`config.mk`:
```
export PLATFORM = sky130hd
export DESIGN_NAME = mips_core
export DESIGN_NICKNAME = d
export VERILOG_FILES = /design/src/rtl/mips_pkg.sv /design/src/rtl/wb_master.sv /design/src/rtl/fetch_stage.sv /design/src/rtl/regfile.sv /design/src/rtl/decode_stage.sv /design/src/rtl/execute_stage.sv /design/src/rtl/mem_stage.sv /design/src/rtl/mips_core.sv
export VERILOG_INCLUDE_DIRS = /design/src /design/src/rtl
export SDC_FILE = /design/constraint.sdc
export NUM_CORES = 2
export LEC_CHECK = 0
export BUFFER_PORTS_ARGS = -buffer_cell sky130_fd_sc_hd__buf_2
export CORE_UTILIZATION = 23
export CTS_CLUSTER_SIZE = 25
export DETAILED_ROUTE_END_ITERATION = 7
export SYNTH_ARGS = -nofsm -noshare
export SYNTH_HDL_FRONTEND = slang
export SYNTH_SLANG_ARGS = --single-unit
export TNS_END_PERCENT = 5
```
`constraint.sdc`:
```
create_clock -name clk -period 8.6 [get_ports clk]
set_input_delay 0.86 -clock clk [delete_from_list [all_inputs] [get_ports clk]]
set_output_delay 0.86 -clock clk [all_outputs]
set_load 0.01 [all_outputs]
```
`src/rtl/mips_defs.svh`:
```
`ifndef MIPS_DEFS_SVH
`define MIPS_DEFS_SVH

// datapath widths
`define MIPS_DATA_W 32
`define MIPS_REG_AW 5
`define MIPS_SEL_W 4

// first fetch after reset
`define MIPS_RESET_PC 32'h0000_0000

// primary opcode field
`define MIPS_OP_SPECIAL 6'b000000
`define MIPS_OP_ADDIU 6'b001001
`define MIPS_OP_ANDI 6'b001100
`define MIPS_OP_ORI 6'b001101
`define MIPS_OP_LUI 6'b001111
`define MIPS_OP_SW 6'b101011

// funct field of SPECIAL
`define MIPS_FN_ADDU 6'b100001
`define MIPS_FN_SUBU 6'b100011
`define MIPS_FN_AND 6'b100100
`define MIPS_FN_OR 6'b100101
`define MIPS_FN_XOR 6'b100110
`define MIPS_FN_SLT 6'b101010

`endif

```
`src/rtl/mips_pkg.sv`:
```
`include "mips_defs.svh"

package mips_pkg;

    // one instruction word seen as R-type or I-type
    typedef union packed {
        struct packed {
            logic [5:0] opcode;
            logic [`MIPS_REG_AW-1:0] rs;
            logic [`MIPS_REG_AW-1:0] rt;
            logic [`MIPS_REG_AW-1:0] rd;
            logic [4:0] shamt;
            logic [5:0] funct;
        } r;
        struct packed {
            logic [5:0] opcode;
            logic [`MIPS_REG_AW-1:0] rs;
            logic [`MIPS_REG_AW-1:0] rt;
            logic [15:0] imm;
        } i;
    } inst_u;

    typedef enum logic [3:0] {
        ALU_ADD = 4'd0,
        ALU_SUB = 4'd1,
        ALU_AND = 4'd2,
        ALU_OR = 4'd3,
        ALU_XOR = 4'd4,
        ALU_SLT = 4'd5,
        ALU_LUI = 4'd6
    } alu_op_e;

    // cpu side of one bus transfer
    typedef struct packed {
        logic valid;
        logic we;
        logic [`MIPS_SEL_W-1:0] sel;
        logic [`MIPS_DATA_W-1:0] addr;
        logic [`MIPS_DATA_W-1:0] wdata;
    } wb_req_t;

    typedef struct packed {
        logic valid;
        alu_op_e alu_op;
        logic [`MIPS_DATA_W-1:0] op_a;
        logic [`MIPS_DATA_W-1:0] op_b;
        logic wreg;
        logic [`MIPS_REG_AW-1:0] waddr;
        logic is_store;
        logic [`MIPS_DATA_W-1:0] store_data;
    } id_ex_t;

    // result doubles as the address of a store
    typedef struct packed {
        logic valid;
        logic wreg;
        logic [`MIPS_REG_AW-1:0] waddr;
        logic [`MIPS_DATA_W-1:0] result;
        logic is_store;
        logic [`MIPS_DATA_W-1:0] store_data;
    } ex_mem_t;

    typedef struct packed {
        logic wreg;
        logic [`MIPS_REG_AW-1:0] waddr;
        logic [`MIPS_DATA_W-1:0] wdata;
    } mem_wb_t;

    typedef struct packed {
        logic wreg;
        logic [`MIPS_REG_AW-1:0] waddr;
        logic [`MIPS_DATA_W-1:0] wdata;
    } fwd_t;

endpackage

```
`src/rtl/wb_master.sv`:
```
`timescale 1ns/1ps
`include "mips_defs.svh"

module wb_master (
    input  logic                     clk,
    input  logic                     arst_n_i,
    input  mips_pkg::wb_req_t        req_i,
    output logic [`MIPS_DATA_W-1:0]  rdata_o,
    output logic                     stall_req_o,
    input  logic [`MIPS_DATA_W-1:0]  wb_dat_i,
    input  logic                     wb_ack_i,
    output logic [`MIPS_DATA_W-1:0]  wb_adr_o,
    output logic [`MIPS_DATA_W-1:0]  wb_dat_o,
    output logic                     wb_we_o,
    output logic [`MIPS_SEL_W-1:0]   wb_sel_o,
    output logic                     wb_stb_o,
    output logic                     wb_cyc_o
);

    // valid bit of the held request is the busy state
    mips_pkg::wb_req_t req_q;
    logic [`MIPS_DATA_W-1:0] rdata_q;
    logic busy;

    assign busy = req_q.valid;

    always_ff @(posedge clk or negedge arst_n_i) begin
        if (!arst_n_i) begin
            req_q <= '0;
        end else if (!busy && req_i.valid) begin
            req_q <= req_i;
        end else if (busy && wb_ack_i) begin
            req_q.valid <= 1'b0;
        end
    end

    always_ff @(posedge clk) begin
        if (busy && wb_ack_i) begin
            rdata_q <= wb_dat_i;
        end
    end

    // held for the rest of the pipeline once the transfer is over
    assign rdata_o = (busy && wb_ack_i) ? wb_dat_i : rdata_q;

    // request cycle and every wait cycle but not the ack cycle
    assign stall_req_o = busy ? !wb_ack_i : req_i.valid;

    assign wb_cyc_o = busy;
    assign wb_stb_o = busy;
    assign wb_we_o = busy & req_q.we;
    assign wb_sel_o = req_q.sel;
    assign wb_adr_o = req_q.addr;
    assign wb_dat_o = req_q.wdata;

endmodule

```
`src/rtl/fetch_stage.sv`:
```
`timescale 1ns/1ps
`include "mips_defs.svh"

module fetch_stage (
    input  logic                     clk,
    input  logic                     arst_n_i,
    input  logic                     dstall_req_i,
    output logic                     stall_o,
    output mips_pkg::inst_u          inst_o,
    output logic                     inst_valid_o,
    input  logic [`MIPS_DATA_W-1:0]  iwb_dat_i,
    input  logic                     iwb_ack_i,
    output logic [`MIPS_DATA_W-1:0]  iwb_adr_o,
    output logic [`MIPS_DATA_W-1:0]  iwb_dat_o,
    output logic                     iwb_we_o,
    output logic [`MIPS_SEL_W-1:0]   iwb_sel_o,
    output logic                     iwb_stb_o,
    output logic                     iwb_cyc_o
);

    logic [`MIPS_DATA_W-1:0] pc_q;
    logic [`MIPS_DATA_W-1:0] fetch_data;
    logic held_q;
    logic istall_req;
    mips_pkg::wb_req_t ireq;

    // no new read while a fetched word waits for the data bus
    always_comb begin
        ireq = '0;
        ireq.valid = !held_q;
        ireq.sel = '1;
        ireq.addr = pc_q;
    end

    wb_master u_iwb (
        .clk         (clk),
        .arst_n_i    (arst_n_i),
        .req_i       (ireq),
        .rdata_o     (fetch_data),
        .stall_req_o (istall_req),
        .wb_dat_i    (iwb_dat_i),
        .wb_ack_i    (iwb_ack_i),
        .wb_adr_o    (iwb_adr_o),
        .wb_dat_o    (iwb_dat_o),
        .wb_we_o     (iwb_we_o),
        .wb_sel_o    (iwb_sel_o),
        .wb_stb_o    (iwb_stb_o),
        .wb_cyc_o    (iwb_cyc_o)
    );

    assign stall_o = istall_req | dstall_req_i;

    always_ff @(posedge clk or negedge arst_n_i) begin
        if (!arst_n_i) begin
            pc_q <= `MIPS_RESET_PC;
            held_q <= 1'b0;
            inst_o <= '0;
            inst_valid_o <= 1'b0;
        end else if (stall_o) begin
            if (iwb_ack_i) begin
                held_q <= 1'b1;
            end
        end else begin
            pc_q <= pc_q + `MIPS_DATA_W'(4);
            held_q <= 1'b0;
            inst_o <= fetch_data;
            inst_valid_o <= 1'b1;
        end
    end

endmodule

```
`src/rtl/regfile.sv`:
```
`timescale 1ns/1ps
`include "mips_defs.svh"

module regfile (
    input  logic                     clk,
    input  logic                     arst_n_i,
    input  mips_pkg::mem_wb_t        wb_i,
    input  logic [`MIPS_REG_AW-1:0]  raddr1_i,
    input  logic [`MIPS_REG_AW-1:0]  raddr2_i,
    output logic [`MIPS_DATA_W-1:0]  rdata1_o,
    output logic [`MIPS_DATA_W-1:0]  rdata2_o
);

    // $0 has no storage
    logic [`MIPS_DATA_W-1:0] regs [1:31];

    function automatic logic [`MIPS_DATA_W-1:0] read_port(
        input logic [`MIPS_REG_AW-1:0] addr
    );
        if (addr == '0) begin
            return '0;
        end
        // same-cycle writeback passes straight through
        if (wb_i.wreg && wb_i.waddr == addr) begin
            return wb_i.wdata;
        end
        return regs[addr];
    endfunction

    always_ff @(posedge clk or negedge arst_n_i) begin
        if (!arst_n_i) begin
            regs <= '{default: '0};
        end else if (wb_i.wreg && wb_i.waddr != '0) begin
            regs[wb_i.waddr] <= wb_i.wdata;
        end
    end

    assign rdata1_o = read_port(raddr1_i);
    assign rdata2_o = read_port(raddr2_i);

endmodule

```
`src/rtl/decode_stage.sv`:
```
`timescale 1ns/1ps
`include "mips_defs.svh"

module decode_stage (
    input  logic               clk,
    input  logic               arst_n_i,
    input  logic               stall_i,
    input  mips_pkg::inst_u    inst_i,
    input  logic               inst_valid_i,
    input  mips_pkg::fwd_t     ex_fwd_i,
    input  mips_pkg::fwd_t     mem_fwd_i,
    input  mips_pkg::mem_wb_t  wb_i,
    output mips_pkg::id_ex_t   id_ex_o
);

    logic [`MIPS_DATA_W-1:0] rs_rf;
    logic [`MIPS_DATA_W-1:0] rt_rf;
    logic [`MIPS_DATA_W-1:0] rs_val;
    logic [`MIPS_DATA_W-1:0] rt_val;
    logic [`MIPS_DATA_W-1:0] imm_sext;
    logic [`MIPS_DATA_W-1:0] imm_zext;
    mips_pkg::id_ex_t id_ex_d;

    regfile u_regfile (
        .clk      (clk),
        .arst_n_i (arst_n_i),
        .wb_i     (wb_i),
        .raddr1_i (inst_i.r.rs),
        .raddr2_i (inst_i.r.rt),
        .rdata1_o (rs_rf),
        .rdata2_o (rt_rf)
    );

    // youngest producer wins and $0 is never forwarded
    function automatic logic [`MIPS_DATA_W-1:0] fwd_mux(
        input logic [`MIPS_REG_AW-1:0] addr,
        input logic [`MIPS_DATA_W-1:0] rf_data
    );
        logic [`MIPS_DATA_W-1:0] val;
        val = rf_data;
        if (addr != '0 && mem_fwd_i.wreg && mem_fwd_i.waddr == addr) begin
            val = mem_fwd_i.wdata;
        end
        if (addr != '0 && ex_fwd_i.wreg && ex_fwd_i.waddr == addr) begin
            val = ex_fwd_i.wdata;
        end
        return val;
    endfunction

    assign rs_val = fwd_mux(inst_i.r.rs, rs_rf);
    assign rt_val = fwd_mux(inst_i.r.rt, rt_rf);
    assign imm_sext = {{16{inst_i.i.imm[15]}}, inst_i.i.imm};
    assign imm_zext = {16'h0000, inst_i.i.imm};

    always_comb begin
        id_ex_d = '0;
        id_ex_d.valid = inst_valid_i;
        id_ex_d.wreg = inst_valid_i;
        id_ex_d.alu_op = mips_pkg::ALU_ADD;
        id_ex_d.op_a = rs_val;
        id_ex_d.op_b = rt_val;
        id_ex_d.waddr = inst_i.r.rd;
        id_ex_d.store_data = rt_val;
        case (inst_i.r.opcode)
            `MIPS_OP_SPECIAL: begin
                case (inst_i.r.funct)
                    `MIPS_FN_ADDU: id_ex_d.alu_op = mips_pkg::ALU_ADD;
                    `MIPS_FN_SUBU: id_ex_d.alu_op = mips_pkg::ALU_SUB;
                    `MIPS_FN_AND: id_ex_d.alu_op = mips_pkg::ALU_AND;
                    `MIPS_FN_OR: id_ex_d.alu_op = mips_pkg::ALU_OR;
                    `MIPS_FN_XOR: id_ex_d.alu_op = mips_pkg::ALU_XOR;
                    `MIPS_FN_SLT: id_ex_d.alu_op = mips_pkg::ALU_SLT;
                    default: begin
                        id_ex_d.valid = 1'b0;
                        id_ex_d.wreg = 1'b0;
                    end
                endcase
            end
            `MIPS_OP_ADDIU: begin
                id_ex_d.op_b = imm_sext;
                id_ex_d.waddr = inst_i.i.rt;
            end
            `MIPS_OP_ANDI: begin
                id_ex_d.alu_op = mips_pkg::ALU_AND;
                id_ex_d.op_b = imm_zext;
                id_ex_d.waddr = inst_i.i.rt;
            end
            `MIPS_OP_ORI: begin
                id_ex_d.alu_op = mips_pkg::ALU_OR;
                id_ex_d.op_b = imm_zext;
                id_ex_d.waddr = inst_i.i.rt;
            end
            `MIPS_OP_LUI: begin
                id_ex_d.alu_op = mips_pkg::ALU_LUI;
                id_ex_d.op_b = imm_zext;
                id_ex_d.waddr = inst_i.i.rt;
            end
            // address from the ALU with rt riding along as data
            `MIPS_OP_SW: begin
                id_ex_d.op_b = imm_sext;
                id_ex_d.wreg = 1'b0;
                id_ex_d.is_store = inst_valid_i;
            end
            default: begin
                id_ex_d.valid = 1'b0;
                id_ex_d.wreg = 1'b0;
            end
        endcase
    end

    always_ff @(posedge clk or negedge arst_n_i) begin
        if (!arst_n_i) begin
            id_ex_o <= '0;
        end else if (!stall_i) begin
            id_ex_o <= id_ex_d;
        end
    end

endmodule

```
`src/rtl/execute_stage.sv`:
```
`timescale 1ns/1ps
`include "mips_defs.svh"

module execute_stage (
    input  logic               clk,
    input  logic               arst_n_i,
    input  logic               stall_i,
    input  mips_pkg::id_ex_t   id_ex_i,
    output mips_pkg::fwd_t     ex_fwd_o,
    output mips_pkg::ex_mem_t  ex_mem_o
);

    logic [`MIPS_DATA_W-1:0] result;
    logic slt;

    assign slt = $signed(id_ex_i.op_a) < $signed(id_ex_i.op_b);

    always_comb begin
        case (id_ex_i.alu_op)
            mips_pkg::ALU_ADD: result = id_ex_i.op_a + id_ex_i.op_b;
            mips_pkg::ALU_SUB: result = id_ex_i.op_a - id_ex_i.op_b;
            mips_pkg::ALU_AND: result = id_ex_i.op_a & id_ex_i.op_b;
            mips_pkg::ALU_OR: result = id_ex_i.op_a | id_ex_i.op_b;
            mips_pkg::ALU_XOR: result = id_ex_i.op_a ^ id_ex_i.op_b;
            mips_pkg::ALU_SLT: result = {{(`MIPS_DATA_W-1){1'b0}}, slt};
            mips_pkg::ALU_LUI: result = {id_ex_i.op_b[15:0], 16'h0000};
            default: result = '0;
        endcase
    end

    // unregistered for distance-one dependencies
    assign ex_fwd_o.wreg = id_ex_i.valid & id_ex_i.wreg;
    assign ex_fwd_o.waddr = id_ex_i.waddr;
    assign ex_fwd_o.wdata = result;

    always_ff @(posedge clk or negedge arst_n_i) begin
        if (!arst_n_i) begin
            ex_mem_o <= '0;
        end else if (!stall_i) begin
            ex_mem_o.valid <= id_ex_i.valid;
            ex_mem_o.wreg <= id_ex_i.valid & id_ex_i.wreg;
            ex_mem_o.waddr <= id_ex_i.waddr;
            ex_mem_o.result <= result;
            ex_mem_o.is_store <= id_ex_i.valid & id_ex_i.is_store;
            ex_mem_o.store_data <= id_ex_i.store_data;
        end
    end

endmodule

```
`src/rtl/mem_stage.sv`:
```
`timescale 1ns/1ps
`include "mips_defs.svh"

module mem_stage (
    input  logic                     clk,
    input  logic                     arst_n_i,
    input  logic                     stall_i,
    input  mips_pkg::ex_mem_t        ex_mem_i,
    output mips_pkg::fwd_t           mem_fwd_o,
    output mips_pkg::mem_wb_t        mem_wb_o,
    output logic                     stall_req_o,
    input  logic [`MIPS_DATA_W-1:0]  dwb_dat_i,
    input  logic                     dwb_ack_i,
    output logic [`MIPS_DATA_W-1:0]  dwb_adr_o,
    output logic [`MIPS_DATA_W-1:0]  dwb_dat_o,
    output logic                     dwb_we_o,
    output logic [`MIPS_SEL_W-1:0]   dwb_sel_o,
    output logic                     dwb_stb_o,
    output logic                     dwb_cyc_o
);

    mips_pkg::wb_req_t dreq;
    logic store_done_q;

    // store already acked while fetch still holds the pipeline
    always_ff @(posedge clk or negedge arst_n_i) begin
        if (!arst_n_i) begin
            store_done_q <= 1'b0;
        end else begin
            store_done_q <= stall_i & (store_done_q | dwb_ack_i);
        end
    end

    always_comb begin
        dreq.valid = ex_mem_i.valid & ex_mem_i.is_store & !store_done_q;
        dreq.we = 1'b1;
        dreq.sel = '1;
        dreq.addr = ex_mem_i.result;
        dreq.wdata = ex_mem_i.store_data;
    end

    wb_master u_dwb (
        .clk         (clk),
        .arst_n_i    (arst_n_i),
        .req_i       (dreq),
        .rdata_o     (),
        .stall_req_o (stall_req_o),
        .wb_dat_i    (dwb_dat_i),
        .wb_ack_i    (dwb_ack_i),
        .wb_adr_o    (dwb_adr_o),
        .wb_dat_o    (dwb_dat_o),
        .wb_we_o     (dwb_we_o),
        .wb_sel_o    (dwb_sel_o),
        .wb_stb_o    (dwb_stb_o),
        .wb_cyc_o    (dwb_cyc_o)
    );

    assign mem_fwd_o.wreg = ex_mem_i.valid & ex_mem_i.wreg;
    assign mem_fwd_o.waddr = ex_mem_i.waddr;
    assign mem_fwd_o.wdata = ex_mem_i.result;

    always_ff @(posedge clk or negedge arst_n_i) begin
        if (!arst_n_i) begin
            mem_wb_o <= '0;
        end else if (!stall_i) begin
            mem_wb_o.wreg <= mem_fwd_o.wreg;
            mem_wb_o.waddr <= mem_fwd_o.waddr;
            mem_wb_o.wdata <= mem_fwd_o.wdata;
        end
    end

endmodule

```
`src/rtl/mips_core.sv`:
```
`timescale 1ns/1ps
`include "mips_defs.svh"

module mips_core (
    input  logic                     clk,
    input  logic                     arst_n_i,
    // instruction bus
    input  logic [`MIPS_DATA_W-1:0]  iwb_dat_i,
    input  logic                     iwb_ack_i,
    output logic [`MIPS_DATA_W-1:0]  iwb_adr_o,
    output logic [`MIPS_DATA_W-1:0]  iwb_dat_o,
    output logic                     iwb_we_o,
    output logic [`MIPS_SEL_W-1:0]   iwb_sel_o,
    output logic                     iwb_stb_o,
    output logic                     iwb_cyc_o,
    // data bus
    input  logic [`MIPS_DATA_W-1:0]  dwb_dat_i,
    input  logic                     dwb_ack_i,
    output logic [`MIPS_DATA_W-1:0]  dwb_adr_o,
    output logic [`MIPS_DATA_W-1:0]  dwb_dat_o,
    output logic                     dwb_we_o,
    output logic [`MIPS_SEL_W-1:0]   dwb_sel_o,
    output logic                     dwb_stb_o,
    output logic                     dwb_cyc_o
);

    logic stall;
    logic dstall_req;
    logic inst_valid;
    mips_pkg::inst_u inst;
    mips_pkg::id_ex_t id_ex;
    mips_pkg::ex_mem_t ex_mem;
    mips_pkg::mem_wb_t mem_wb;
    mips_pkg::fwd_t ex_fwd;
    mips_pkg::fwd_t mem_fwd;

    fetch_stage u_fetch (
        .clk          (clk),
        .arst_n_i     (arst_n_i),
        .dstall_req_i (dstall_req),
        .stall_o      (stall),
        .inst_o       (inst),
        .inst_valid_o (inst_valid),
        .iwb_dat_i    (iwb_dat_i),
        .iwb_ack_i    (iwb_ack_i),
        .iwb_adr_o    (iwb_adr_o),
        .iwb_dat_o    (iwb_dat_o),
        .iwb_we_o     (iwb_we_o),
        .iwb_sel_o    (iwb_sel_o),
        .iwb_stb_o    (iwb_stb_o),
        .iwb_cyc_o    (iwb_cyc_o)
    );

    decode_stage u_decode (
        .clk          (clk),
        .arst_n_i     (arst_n_i),
        .stall_i      (stall),
        .inst_i       (inst),
        .inst_valid_i (inst_valid),
        .ex_fwd_i     (ex_fwd),
        .mem_fwd_i    (mem_fwd),
        .wb_i         (mem_wb),
        .id_ex_o      (id_ex)
    );

    execute_stage u_execute (
        .clk      (clk),
        .arst_n_i (arst_n_i),
        .stall_i  (stall),
        .id_ex_i  (id_ex),
        .ex_fwd_o (ex_fwd),
        .ex_mem_o (ex_mem)
    );

    mem_stage u_mem (
        .clk         (clk),
        .arst_n_i    (arst_n_i),
        .stall_i     (stall),
        .ex_mem_i    (ex_mem),
        .mem_fwd_o   (mem_fwd),
        .mem_wb_o    (mem_wb),
        .stall_req_o (dstall_req),
        .dwb_dat_i   (dwb_dat_i),
        .dwb_ack_i   (dwb_ack_i),
        .dwb_adr_o   (dwb_adr_o),
        .dwb_dat_o   (dwb_dat_o),
        .dwb_we_o    (dwb_we_o),
        .dwb_sel_o   (dwb_sel_o),
        .dwb_stb_o   (dwb_stb_o),
        .dwb_cyc_o   (dwb_cyc_o)
    );

endmodule

```
==> run summary <==
Final Hold Viols: 0
Sequential cell area fraction in the yosys report: 45.7%
Total CTS buffers: 155
GRT Max-Usage Layer: met2
Total Routed Length: 250000 um
Starting Density: 23.1%
Yosys reg bits: 1404
Worst skew pair latency: 830 ps
Tot Pwr: 23.6 mW
First-pass GRT wire length: 369000 um
Hold bufs inserted after CTS: 0
H-tree depth: 4
# setup viols final: 0
Port bufs: 142
GRT Util Overall: 14.7%
Initial antenna violation count: 12
Die Ht: 579 um
Min cycle time layout: 5060 ps
Max-cap violations: 0
Vias in the first global route: 53314
Largest net degree at the start of global routing: 169
Die area: 0.335 mm^2
Status: complete, no violations
Syn avg cell area: 13.0 um^2
TNS Setup: 0 ps
Area growth, synth to finish: 13.7%
Clock sinks: 1404
GR Util met1: 19.4%
CP max-delay cell: dfrtp_4
First-pass DRT Iterations: 6
CTS clk-pin slew, worst paths: 70 ps
Top_reg_cell synth: dfrtp_1
F_max: 0.198 GHz
Distinct cells, synth: 101
GR Overflow Total: 0
RSZ-0062 raised after global routing: false
Drt wl/cell: 24.5 um
Grt met2 use: 23.1%
Root buffer cell: clkbuf_16
Worst Clk Skew: 44.3 ps
Cell Chain, Critical Path: buf_4, nor2b_4, buf_4, a221oi_1, nor3_1, o311ai_0, a21oi_1, a21oi_1, o32ai_1, a31oi_1, o31a_1, a21oi_1
Post-CTS setup repair buffer count: 0
Maximum VDD drop: 0.305 mV
Max-slew violations: 0
RePlAce Congestion: 0.935
Critical Path Most Common Cell: a21oi_1
NumNets Final: 5924
Slew margin rel.: 10.7%
Synth warnings: 0
CP Class: reg2reg
Io pins: 210
HP Class: in2async
Core box area: 0.331 mm^2
Row cnt: 211
Mapped Area: 0.0765 mm^2
GR Util met3: 3.12%
Async SR Flop Fraction: 97.7%
Antenna-violating nets left: 0
PD cells: 271 mW/mm^2
Crit path arrival time: 5710 ps
CTS tree: yes
EDFF count, synth: 0
HPWL after DPL: 154000 um
Routed vias: 52184
Post-CTS Resized: 0
Slew at the pin closest to its max-slew limit: 1340 ps
Fin util: 26.3%
Worst setup SP type: flip-flop
CP endpoint kind: flip-flop
Mapped Cells: 5873
Data required time of the worst path: 9240 ps
Layout cells sized above 1: 40.1%
Drt drc: 0
Die width: 579 um
DR iter-0 viols: 5180
Crit-path max cell delay: 930 ps
Leakage: 38.8 nW
DR vias/cell: 5.10
Clk buf depth: 3
CP max FO: 33
Period utilization: 58.9%
## layout by cell type (no fill, tap or decap), types with 42 or more instances in the layout
| master | n |
|---|---|
| buf_4 | 91 |
| clkbuf_16 | 158 |
| nor3_1 | 48 |
| nand3_1 | 49 |
| a22o_1 | 57 |
| nor2_1 | 122 |
| buf_2 | 141 |
| mux2_2 | 1189 |
| mux4_2 | 565 |
| a221oi_1 | 43 |
| inv_1 | 107 |
| dfrtp_1 | 1360 |
| nand2_1 | 602 |
| ha_1 | 113 |
| o21ai_0 | 161 |
| a21oi_1 | 135 |
| mux2i_1 | 92 |
| xnor2_1 | 42 |
## cells by family (layout without fill, tap and decap cells)
group / Yosys count / count (layout) / share of synthesized area, %
xor+xnor: 69 / 69 / 0.789
simple gates: 1029 / 1029 / 5.91
fa+ha+maj: 115 / 115 / 1.90
compound gates: 728 / 728 / 6.57
flops: 1404 / 1404 / 45.7
buf+inv: 681 / 642 / 3.83
other cells: 1 / 37 / 0.00490
mux: 1846 / 1846 / 35.3
## layer usage
| metal | part of all wire (%) | routed length, um | up-vias |
|---|---|---|---|
| li1 | - | - | 21610 |
| met1 | 42 | 105000 | 27757 |
| met2 | 46 | 115000 | 2263 |
| met3 | 7.7 | 19200 | 546 |
| met4 | 4.6 | 11400 | 8 |
| met5 | 0.019 | 48 | - |
## final cells by class
| class | instances | area, um^2 |
|---|---|---|
| Antenna cell | 2 | 5.00 |
| Clock buffer | 225 | 4550 |
| Clock inverter | 59 | 885 |
| Fill cell | 33810 | 244000 |
| Inverter | 109 | 409 |
| Multi-Input combinational cell | 3822 | 39000 |
| Sequential cell | 1404 | 35000 |
| Tap cell | 4366 | 5460 |
| Timing Repair Buffer | 249 | 1730 |
## per-stage QoR
| step | cells | setup WS, ps | hold slack, ps | instance area, um^2 |
|---|---|---|---|---|
| floorplan | 5907 | 5510 | 430 | 76700 |
| global placement | 9950 | 3720 | 454 | 81600 |
| detailed placement | 9950 | 3690 | 455 | 81600 |
| CTS | 10234 | 3660 | 42.2 | 87000 |
| global route | 10234 | 3470 | 51.5 | 87000 |
| finish | 10236 | 3540 | 25.7 | 87100 |
## power breakdown
| part | internal [mW] | switching (mW) |
|---|---|---|
| logic | 2.74 | 4.76 |
| clock network | 4.23 | 2.87 |
| registers | 7.28 | 1.68 |
| total | 14.3 | 9.31 |
## registers in the layout, indices dropped and copies added (netlist names)
register,count
u_decode.id_ex_o,107
u_decode.u_regfile.regs,992
u_execute.ex_mem_o,72
u_fetch.held_q,1
u_fetch.inst_o,32
u_fetch.inst_valid_o,1
u_fetch.pc_q,30
u_fetch.u_iwb.rdata_q,32
u_fetch.u_iwb.wb_adr_o,30
u_fetch.u_iwb.wb_cyc_o,1
u_fetch.u_iwb.wb_sel_o,1
u_mem.mem_wb_o,38
u_mem.store_done_q,1
u_mem.u_dwb.wb_adr_o,32
u_mem.u_dwb.wb_cyc_o,1
u_mem.u_dwb.wb_dat_o,32
u_mem.u_dwb.wb_sel_o,1
## cells in the mapped netlist (25+ instances only)
master    instances  share of area (%)
o22ai_1          35               0.29
dfrtp_1        1372                 45
nand3_1          49               0.32
mux2_2         1189                 17
a22oi_1          33               0.32
xnor2_1          42               0.48
inv_1           107               0.52
a21o_1           25               0.25
clkbuf_1        326                1.6
nor3_1           48               0.31
buf_2            76               0.50
a211oi_1         26               0.25
buf_1           103               0.51
o21ai_0         161                1.1
ha_1            113                1.8
mux4_2          565                 17
nor2_1          141               0.69
a221oi_1         43               0.49
a21oi_1         135               0.88
xor2_1           27               0.31
dfxtp_1          32               0.84
a22o_1           57               0.65
o211ai_1         30               0.29
nand2_1         618                3.0
mux2i_1          92                1.2
buf_4            60               0.59
## worst max-delay path, delay by kind of cell, from the launching register on
family	cells	cell delay [ps]
DFF	1	930
AOI/OAI and AO/OA	8	2470
buffers and inverters	2	940
and+or+nand+nor	2	400
## path summary, 6_finish.rpt
kind | start | end | slack, ps | cells after the start
max in group asynchronous | arst_n_i | u_fetch.inst_o[23] | 6310 | 3
worst max-delay path | u_fetch.inst_o[16] | u_decode.id_ex_o[65] | 3540 | 12
worst min register to register | u_fetch.pc_q[31] | u_fetch.pc_q[31] | 460 | 1
min in group clk | iwb_dat_i[1] | u_fetch.u_iwb.rdata_q[1] | 300 | 2
worst min-delay path | arst_n_i | u_decode.u_regfile.regs[554] | 30 | 1
worst max register to register | u_fetch.inst_o[16] | u_decode.id_ex_o[65] | 3540 | 12
No activity file was read; power rests on OpenSTA's default activity.
